**src/rtl/sd_pkg.sv**
```systemverilog
package sd_pkg;

    // ==================================================
    // Bus widths and frame layout
    // ==================================================
    localparam int CMD_FRAME_BITS = 48;
    localparam int CMD_CRC_BITS = 7;
    // Host releases CMD, line reads high for this many cycles
    localparam int CMD_TURNAROUND = 2;
    localparam int DAT_CRC_BITS = 16;
    // CMD6 status block, block bits 379 down to 376
    localparam int ACCESS_MODE_NIBBLE = 33;

    // ==================================================
    // Types
    // ==================================================
    typedef logic [CMD_FRAME_BITS-1:0] sd_cmd_word_t;
    typedef logic [CMD_CRC_BITS-1:0] sd_crc7_t;
    typedef logic [DAT_CRC_BITS-1:0] sd_crc16_t;
    typedef logic [3:0] sd_nibble_t;

    // Command request, held by the caller until the matching done
    typedef struct packed {
        sd_cmd_word_t cmd_word;
        logic         resp_expected;
        logic         dat_expected;
    } sd_cmd_req_t;

    // Card response with its check result
    typedef struct packed {
        sd_cmd_word_t data;
        logic         crc_err;
    } sd_resp_t;

endpackage
```
**src/rtl/sd_host.sv**
```systemverilog
`timescale 1ns/100ps

module sd_host #(
    parameter int DAT_BLOCK_BITS = 512
) (
    input  logic                clk_fast,
    input  logic                reset,
    input  logic                cmd_start,
    input  sd_pkg::sd_cmd_req_t cmd_req,
    input  logic                cmd_in,
    input  sd_pkg::sd_nibble_t  dat_in,
    output logic                cmd_out,
    output logic                cmd_oe,
    output logic                cmd_done,
    output logic                resp_done,
    output sd_pkg::sd_resp_t    resp,
    output logic                dat_done,
    output logic                dat_crc_err,
    output sd_pkg::sd_nibble_t  access_mode,
    output logic                dat0_idle
);

    logic sent;
    logic resp_arm;
    logic dat_arm;

    // Receivers start once the command has left the pin
    assign resp_arm = sent && cmd_req.resp_expected;
    assign dat_arm = sent && cmd_req.dat_expected;
    assign cmd_done = sent;

    // DAT0 low means the card is busy
    always_ff @(posedge clk_fast) begin
        if (reset) begin
            dat0_idle <= 1'b0;
        end else begin
            dat0_idle <= dat_in[0];
        end
    end

    // ==================================================
    // Command, response and data paths
    // ==================================================
    sd_cmd_tx cmd_tx_i (
        .clk_fast (clk_fast),
        .reset    (reset),
        .start    (cmd_start),
        .cmd_word (cmd_req.cmd_word),
        .cmd_out  (cmd_out),
        .cmd_oe   (cmd_oe),
        .sent     (sent)
    );

    // A new command aborts whatever is still being received
    sd_resp_rx resp_rx_i (
        .clk_fast (clk_fast),
        .reset    (reset),
        .arm      (resp_arm),
        .abort    (cmd_start),
        .cmd_in   (cmd_in),
        .done     (resp_done),
        .resp     (resp)
    );

    sd_dat_rx #(
        .DAT_BLOCK_BITS (DAT_BLOCK_BITS)
    ) dat_rx_i (
        .clk_fast    (clk_fast),
        .reset       (reset),
        .arm         (dat_arm),
        .abort       (cmd_start),
        .dat_in      (dat_in),
        .done        (dat_done),
        .crc_err     (dat_crc_err),
        .access_mode (access_mode)
    );

endmodule

```
**src/rtl/sd_dat_rx.sv**
```systemverilog
`timescale 1ns/100ps

module sd_dat_rx #(
    parameter int DAT_BLOCK_BITS = 512
) (
    input  logic               clk_fast,
    input  logic               reset,
    input  logic               arm,
    input  logic               abort,
    input  sd_pkg::sd_nibble_t dat_in,
    output logic               done,
    output logic               crc_err,
    output sd_pkg::sd_nibble_t access_mode
);

    localparam int nibbles = DAT_BLOCK_BITS / 4;
    localparam int cnt_w = $clog2(nibbles);

    typedef enum logic [2:0] {
        st_idle,
        st_wait_start,
        st_data,
        st_crc,
        st_end
    } state_t;

    state_t            state;
    logic [cnt_w-1:0]  nib_cnt;
    logic              err;
    logic [3:0]        crc_mismatch;
    sd_pkg::sd_crc16_t dat_crc [4];

    // ==================================================
    // Per-line CRC16
    // ==================================================
    for (genvar i = 0; i < 4; i++) begin : g_crc
        sd_crc16 crc16_i (
            .clk_fast (clk_fast),
            .reset    (reset),
            .clear    (arm),
            .enable   (state == st_data),
            .bit_in   (dat_in[i]),
            .crc      (dat_crc[i])
        );
    end

    // Remainders stay frozen while their bits come back, MSB first
    always_comb begin
        for (int i = 0; i < 4; i++) begin
            crc_mismatch[i] = (state == st_crc) && (dat_in[i] != dat_crc[i][nib_cnt[3:0]]);
        end
    end

    // ==================================================
    // Block FSM
    // ==================================================
    always_ff @(posedge clk_fast) begin
        if (reset) begin
            state <= st_idle;
            nib_cnt <= '0;
            err <= 1'b0;
            done <= 1'b0;
            crc_err <= 1'b0;
            access_mode <= '0;
        end else begin
            done <= 1'b0;
            if (crc_mismatch != '0) begin
                err <= 1'b1;
            end

            case (state)
                st_wait_start: begin
                    // Start nibble, only DAT0 is looked at
                    if (!dat_in[0]) begin
                        nib_cnt <= cnt_w'(nibbles - 1);
                        state <= st_data;
                    end
                end
                st_data: begin
                    // CMD6 access mode, counted down from the first nibble
                    if (nib_cnt == cnt_w'(nibbles - 1 - sd_pkg::ACCESS_MODE_NIBBLE)) begin
                        access_mode <= dat_in;
                    end
                    if (nib_cnt == '0) begin
                        nib_cnt <= cnt_w'(sd_pkg::DAT_CRC_BITS - 1);
                        state <= st_crc;
                    end else begin
                        nib_cnt <= nib_cnt - 1'b1;
                    end
                end
                st_crc: begin
                    if (nib_cnt == '0) begin
                        state <= st_end;
                    end else begin
                        nib_cnt <= nib_cnt - 1'b1;
                    end
                end
                st_end: begin
                    crc_err <= err || (dat_in != 4'hf);
                    done <= 1'b1;
                    state <= st_idle;
                end
                default: begin
                end
            endcase

            if (arm) begin
                state <= st_wait_start;
                err <= 1'b0;
            end
            if (abort) begin
                state <= st_idle;
                done <= 1'b0;
            end
        end
    end

endmodule

```
**src/rtl/sd_resp_rx.sv**
```systemverilog
`timescale 1ns/100ps

module sd_resp_rx (
    input  logic             clk_fast,
    input  logic             reset,
    input  logic             arm,
    input  logic             abort,
    input  logic             cmd_in,
    output logic             done,
    output sd_pkg::sd_resp_t resp
);

    typedef enum logic [2:0] {
        st_idle,
        st_turnaround,
        st_wait_start,
        st_payload,
        st_check
    } state_t;

    state_t               state;
    logic [5:0]           bit_cnt;
    sd_pkg::sd_cmd_word_t shift_reg;
    sd_pkg::sd_crc7_t     crc;
    logic                 err;
    logic                 crc_enable;
    logic                 crc_bit_bad;

    // bit_cnt holds the frame index of the bit on cmd_in
    assign crc_enable = (state == st_wait_start && !cmd_in) ||
                        (state == st_payload && bit_cnt >= 6'(sd_pkg::CMD_CRC_BITS + 1));

    // Received CRC bits 7..1 against remainder bits 6..0
    assign crc_bit_bad = (state == st_payload) && (bit_cnt != '0) &&
                         (bit_cnt <= 6'(sd_pkg::CMD_CRC_BITS)) &&
                         (cmd_in != crc[3'(bit_cnt - 6'd1)]);

    always_ff @(posedge clk_fast) begin
        if (reset) begin
            state <= st_idle;
            bit_cnt <= '0;
            err <= 1'b0;
            done <= 1'b0;
            resp <= '0;
        end else begin
            done <= 1'b0;
            if (crc_bit_bad) begin
                err <= 1'b1;
            end

            case (state)
                st_turnaround: begin
                    if (bit_cnt == '0) begin
                        state <= st_wait_start;
                    end else begin
                        bit_cnt <= bit_cnt - 6'd1;
                    end
                end
                st_wait_start: begin
                    // No timeout, the card may take as long as it likes
                    if (!cmd_in) begin
                        shift_reg <= {shift_reg[sd_pkg::CMD_FRAME_BITS-2:0], cmd_in};
                        bit_cnt <= 6'(sd_pkg::CMD_FRAME_BITS - 2);
                        state <= st_payload;
                    end
                end
                st_payload: begin
                    shift_reg <= {shift_reg[sd_pkg::CMD_FRAME_BITS-2:0], cmd_in};
                    if (bit_cnt == '0) begin
                        state <= st_check;
                    end else begin
                        bit_cnt <= bit_cnt - 6'd1;
                    end
                end
                st_check: begin
                    // End bit must be 1
                    resp.data <= shift_reg;
                    resp.crc_err <= err || !shift_reg[0];
                    done <= 1'b1;
                    state <= st_idle;
                end
                default: begin
                end
            endcase

            if (arm) begin
                state <= st_turnaround;
                bit_cnt <= 6'(sd_pkg::CMD_TURNAROUND - 1);
                err <= 1'b0;
            end
            if (abort) begin
                state <= st_idle;
                done <= 1'b0;
            end
        end
    end

    sd_crc7 crc7_i (
        .clk_fast (clk_fast),
        .reset    (reset),
        .clear    (arm),
        .enable   (crc_enable),
        .bit_in   (cmd_in),
        .crc      (crc)
    );

endmodule

```
**src/rtl/sd_cmd_tx.sv**
```systemverilog
`timescale 1ns/100ps

module sd_cmd_tx (
    input  logic                 clk_fast,
    input  logic                 reset,
    input  logic                 start,
    input  sd_pkg::sd_cmd_word_t cmd_word,
    output logic                 cmd_out,
    output logic                 cmd_oe,
    output logic                 sent
);

    // Bits covered by the CRC, start bit through argument
    localparam int payload_bits = sd_pkg::CMD_FRAME_BITS - sd_pkg::CMD_CRC_BITS - 1;

    typedef enum logic [1:0] {
        st_idle,
        st_payload,
        st_crc,
        st_end
    } state_t;

    state_t               state;
    logic [5:0]           bit_cnt;
    sd_pkg::sd_cmd_word_t shift_reg;
    sd_pkg::sd_crc7_t     crc;

    // ==================================================
    // Serializer
    // ==================================================
    always_ff @(posedge clk_fast) begin
        if (reset) begin
            state <= st_idle;
            bit_cnt <= '0;
            shift_reg <= '1;
            sent <= 1'b0;
        end else begin
            sent <= 1'b0;
            // Ones fill in behind, so the line idles high
            if (state != st_idle) begin
                shift_reg <= {shift_reg[sd_pkg::CMD_FRAME_BITS-2:0], 1'b1};
            end

            case (state)
                st_payload: begin
                    if (bit_cnt == '0) begin
                        state <= st_crc;
                        bit_cnt <= 6'(sd_pkg::CMD_CRC_BITS - 1);
                    end else begin
                        bit_cnt <= bit_cnt - 6'd1;
                    end
                end
                st_crc: begin
                    if (bit_cnt == '0) begin
                        state <= st_end;
                    end else begin
                        bit_cnt <= bit_cnt - 6'd1;
                    end
                end
                st_end: begin
                    state <= st_idle;
                    sent <= 1'b1;
                end
                default: begin
                end
            endcase

            // A new command restarts the frame from any state
            if (start) begin
                state <= st_payload;
                bit_cnt <= 6'(payload_bits - 1);
                shift_reg <= cmd_word;
                sent <= 1'b0;
            end
        end
    end

    // CRC bits come straight from the frozen remainder, MSB first
    assign cmd_out = (state == st_crc) ? crc[bit_cnt[2:0]] : shift_reg[sd_pkg::CMD_FRAME_BITS-1];
    assign cmd_oe = (state != st_idle);

    sd_crc7 crc7_i (
        .clk_fast (clk_fast),
        .reset    (reset),
        .clear    (start),
        .enable   (state == st_payload),
        .bit_in   (shift_reg[sd_pkg::CMD_FRAME_BITS-1]),
        .crc      (crc)
    );

endmodule

```
**src/rtl/sd_crc16.sv**
```systemverilog
`timescale 1ns/100ps

module sd_crc16 (
    input  logic              clk_fast,
    input  logic              reset,
    input  logic              clear,
    input  logic              enable,
    input  logic              bit_in,
    output sd_pkg::sd_crc16_t crc
);

    // CCITT polynomial x^16 + x^12 + x^5 + 1
    localparam sd_pkg::sd_crc16_t poly = 16'h1021;

    logic feedback;

    assign feedback = bit_in ^ crc[sd_pkg::DAT_CRC_BITS-1];

    always_ff @(posedge clk_fast) begin
        if (reset || clear) begin
            crc <= '0;
        end else if (enable) begin
            // One data bit per cycle, MSB of remainder goes out first
            crc <= {crc[sd_pkg::DAT_CRC_BITS-2:0], 1'b0} ^ (feedback ? poly : '0);
        end
    end

endmodule

```
**src/rtl/sd_crc7.sv**
```systemverilog
`timescale 1ns/100ps

module sd_crc7 (
    input  logic             clk_fast,
    input  logic             reset,
    input  logic             clear,
    input  logic             enable,
    input  logic             bit_in,
    output sd_pkg::sd_crc7_t crc
);

    // x^7 + x^3 + 1, taps below the top term
    localparam sd_pkg::sd_crc7_t poly = 7'h09;

    logic feedback;

    assign feedback = bit_in ^ crc[sd_pkg::CMD_CRC_BITS-1];

    always_ff @(posedge clk_fast) begin
        if (reset || clear) begin
            crc <= '0;
        end else if (enable) begin
            // Shift left, fold the feedback into the taps
            crc <= {crc[sd_pkg::CMD_CRC_BITS-2:0], 1'b0} ^ (feedback ? poly : '0);
        end
    end

endmodule

```
**config.mk**
```make
export PLATFORM = sky130hd
export DESIGN_NAME = sd_host
export DESIGN_NICKNAME = d
export VERILOG_FILES = /design/src/rtl/sd_pkg.sv /design/src/rtl/sd_host.sv /design/src/rtl/sd_dat_rx.sv /design/src/rtl/sd_resp_rx.sv /design/src/rtl/sd_cmd_tx.sv /design/src/rtl/sd_crc16.sv /design/src/rtl/sd_crc7.sv
export SDC_FILE = /design/constraint.sdc
export NUM_CORES = 1
export LEC_CHECK = 0
export ABC_AREA = 0
export BUFFER_PORTS_ARGS = -buffer_cell sky130_fd_sc_hd__buf_4
export CAP_MARGIN = 20
export CELL_PAD_IN_SITES_DETAIL_PLACEMENT = 0
export CELL_PAD_IN_SITES_GLOBAL_PLACEMENT = 1
export CORE_MARGIN = 1
export CORE_UTILIZATION = 41
export DETAILED_ROUTE_END_ITERATION = 7
export PLACE_DENSITY = 0.84
export SLEW_MARGIN = 0
export SYNTH_ARGS = -nofsm -noshare
export SYNTH_HDL_FRONTEND = slang
export SYNTH_HIERARCHICAL = 1
export SYNTH_SLANG_ARGS = --single-unit
export TNS_END_PERCENT = 1
```
**constraint.sdc**
```tcl
create_clock -name clk_fast -period 4.5 [get_ports clk_fast]
set_input_delay 0.45 -clock clk_fast [delete_from_list [all_inputs] [get_ports clk_fast]]
set_output_delay 0.45 -clock clk_fast [all_outputs]
set_load 0.03 [all_outputs]
```
==> run_results.csv <==
group,metric,value,unit
timing,hold_viol,0,
yosys,synthSimpleGateAreaFrac,0.171,
power_and_ir_drop,power_density,370,nW/um^2
grt,grt_pass1_vias,8103,
timing,setup_tns,0,ps
yosys,syn-num-nets,1252,
place,post-place-cells,1600,
clock_tree,root_buffer,"clkbuf_16",
clock_tree,hold_buffers,0,
status,status,"finished, final reports clean",
cells_and_area,syn2layout_area_growth,16.1,%
yosys,synth_edf_count,48,
cells_and_area,finalNonFillerCells,1655,
floorplanning,row_count,60,
cells_and_area,layout-drive-gt1-share,0.162,
floorplanning,initial_utilization,0.422,
yosys,synth.lib_cells_used.distinct,68,
place,numPortBuffers,117,
critical_path,regToRegStartpoint,"dat_rx_i/nib_cnt[1]$_SDFFE_PP0P_",
clock_tree,path_clk_slew,60,ps
yosys,ys_ff_latch,261,
drt,drt_first_pass_iters,4,
drt,wl,23.5,mm
min_path,worstHoldEndpoint,"cmd_tx_i/shift_reg[4]$_SDFFE_PP1P_",
yosys,synth-compound-area-share,0.133,
critical_path,crit_arrival,3210,ps
drt,vias_per_cell,5.15,
clock_tree,cts_buffers,29,
timing,finalSetupViolCount,0,
drt,dr.first_iter.drc_count,541,
cells_and_area,finalCoreUtilization,0.489,
yosys,synth_top_family_by_area,"simple AND/OR/NAND/NOR gates",
min_path,min_from,"cmd_req[6]",
grt,grt_pass1_wl,39.3,mm
yosys,synth_area,11500,um^2
min_path,hp-class,"in -> reg",
timing,period_needed,2790,ps
timing,final_max_slew_viol_count,0,
grt,gr-total-overflow,0,
yosys,async_flop_share,0,
floorplanning,ios,118,
yosys,ys_warn_count,6,
cells_and_area,antenna_cells,0,
clock_tree,post_cts_resized,0,
drt,drtAntennaViolNets,0,
cells_and_area,final_nets,1326,
power_and_ir_drop,switching_share,0.224,
yosys,synthFlopType,"dfxtp_1",
yosys,synth_fa_ha_area_frac,0.00762,
timing,max_slew_margin,0.360,
cells_and_area,top_register,"dat_rx_i/g_crc.crc16_i/crc",
clock_tree,cts_tree,"yes",
critical_path,crit_path_end_kind,"register",
power_and_ir_drop,p_int,3820,uW
floorplanning,dieArea,28700,um^2
floorplanning,die_w,169,um
timing,skew,14.3,ps
place,place_hpwl,14.8,mm
timing,worstMarginPinSlew,958,ps
critical_path,reg2reg_to,"dat_rx_i/err$_SDFFE_PP0P_",
critical_path,worstPathRequired,4910,ps
critical_path,crit_type,"reg -> reg",
drt,via_count,8528,
job,cap_violations,0,
power_and_ir_drop,p_comb_frac,0.059,
timing,fin_crit_sh,0.621,
power_and_ir_drop,ir_worst_vdd,0.000226,V
yosys,synth_xor_area_frac,0.0182,
yosys,synthMuxAreaShare,0.108,
cells_and_area,largest_reg_flops,64,
clock_tree,cts_max_level,1,
power_and_ir_drop,clockPowerShare,0.448,
yosys,avgSynthCellArea,9.68,um^2
cells_and_area,reg_top3,"dat_rx_i/g_crc.crc16_i/crc (64), resp_rx_i/resp (49)",
clock_tree,clock_sinks,261,
yosys,synth_top_area_cell,"dfxtp_1",
yosys,synthCells,1187,
grt,grt_use_total,0.163,
yosys,ys_top_cells_by_area,"dfxtp_1 37%, edfxtp_1 13%, mux2i_1 7.4%, nand2_1 3.8%, nor2_1 3.4%",
yosys,ys_seq_area_frac,0.497,
clock_tree,clkLatencyLatePin,540,ps
min_path,min_path_cells,3,
clock_tree,post_cts_buffers,0,
drt,post-route-drc-count,0,
critical_path,start_kind,"register",
clock_tree,cts_max_path_buffers,3,
yosys,synth_top_area_share,0.371,
timing,grt_setup_unrepaired,"false",
grt,antenna_found_initial,0,
floorplanning,core,27300,um^2
power_and_ir_drop,p_leak,0.00498,uW
critical_path,setup.worst_path.start,"dat_rx_i/nib_cnt[1]$_SDFFE_PP0P_",
critical_path,worstRegToRegCells,7,
timing,max_freq,358,MHz
place,gp_congestion,0.766,
drt,routedWlPerCell,14.2,um
critical_path,cp_max_fo,18,
critical_path,r2r_slack,1710,ps
power_and_ir_drop,switching_power,1100,uW
floorplanning,die_h,169,um
power_and_ir_drop,seq_power_share,0.493,
grt,grt_max_degree,86,
## power groups by stage
stage | Combinational, uW | Sequential (uW) | Clock, uW
2_1_floorplan | 216 | 2470 | 0
3_3_place_gp | 285 | 2480 | 0
3_5_place_dp | 289 | 2480 | 0
4_1_cts | 290 | 2430 | 2280
5_1_grt | 326 | 2440 | 2370
6_report | 289 | 2430 | 2210
## metrics by stage
step / hold slack [ps] / worst slack, ps / power [uW] / cell area (um^2)
finish: 114 / 1710 / 4930 / 13300
global route: 99.4 / 1530 / 5130 / 13300
CTS: 91.7 / 1680 / 5000 / 13300
detailed placement: 433 / 1690 / 2770 / 12400
global placement: 430 / 1730 / 2770 / 12400
floorplan: 426 / 64.1 / 2690 / 11500
## layout by cell type (no fill, tap or decap), types with 5 or more instances in the layout
cell / instances
nand2b_1: 50
clkinv_2: 5
xor2_1: 12
mux4_1: 5
ha_1: 7
edfxtp_1: 48
nand4_1: 12
mux2i_1: 85
nand3b_1: 13
o21ai_1: 49
clkbuf_16: 29
xnor2_1: 10
or2_1: 6
dfxtp_1: 213
and2_1: 5
nor2_1: 104
nand4b_1: 9
nand3_1: 17
mux4_2: 11
o211ai_1: 49
buf_4: 129
o21ai_0: 49
nor3_1: 25
nand2_1: 117
inv_1: 56
a21oi_1: 69
clkbuf_1: 7
a211oi_2: 5
a211oi_1: 9
## area by class of cell
type / count / area [um^2]
Tap cell: 372 / 465
Sequential cell: 261 / 5710
Clock buffer: 39 / 793
Fill cell: 2577 / 13900
Inverter: 59 / 221
Multi-Input combinational cell: 779 / 5040
Clock inverter: 14 / 104
Timing Repair Buffer: 131 / 1000
## cell families (layout without fill, tap and decap cells)
logic type,count (synthesis),count (layout)
muxes,102,102
DFF,261,261
buffers and inverters,147,243
xor gates and xnor gates,23,23
and+or+nand+nor,394,394
adders and majority gates,7,7
AOI/OAI and AO/OA,253,253
## Yosys cell counts, types with 9 or more instances
cell and n:
nand4b_1 9, a211oi_1 9, o21ai_0 49, nor2_1 105, nand3b_1 13, buf_6 10, nand3_1 17, dfxtp_1 213
xnor2_1 10, clkbuf_1 44, nand4_1 12, buf_2 19, nor3_1 26, nand2_1 117, mux2i_1 85, o211ai_1 49
a21oi_1 69, o21ai_1 49, nand2b_1 50, xor2_1 12, mux4_2 11, inv_1 56, edfxtp_1 48
## worst max path at each step
stage	to	slack [ps]
after floorplan	resp_rx_i/shift_reg[0]$_SDFFCE_PP0P_	60
after global placement	dat_rx_i/err$_SDFFE_PP0P_	1730
after detailed placement	dat_rx_i/err$_SDFFE_PP0P_	1690
after CTS	dat_rx_i/err$_SDFFE_PP0P_	1680
after global routing	dat_rx_i/err$_SDFFE_PP0P_	1530
final	dat_rx_i/err$_SDFFE_PP0P_	1710
## worst max-delay path, stage by stage, from the launching register on
cell and delay (ps):
dfxtp_1 900, buf_4 330, mux4_2 510, nor2b_4 140
a211oi_2 200, a21oi_1 70, xor2_1 170, o41a_1 360
## routing by layer
layer	GRT usage	wire length, um
met2	0.262	10700
met4	0.0407	315
met5	0	0
met1	0.217	10900
met3	0.0410	1540
No activity file was read; power rests on OpenSTA's default activity.
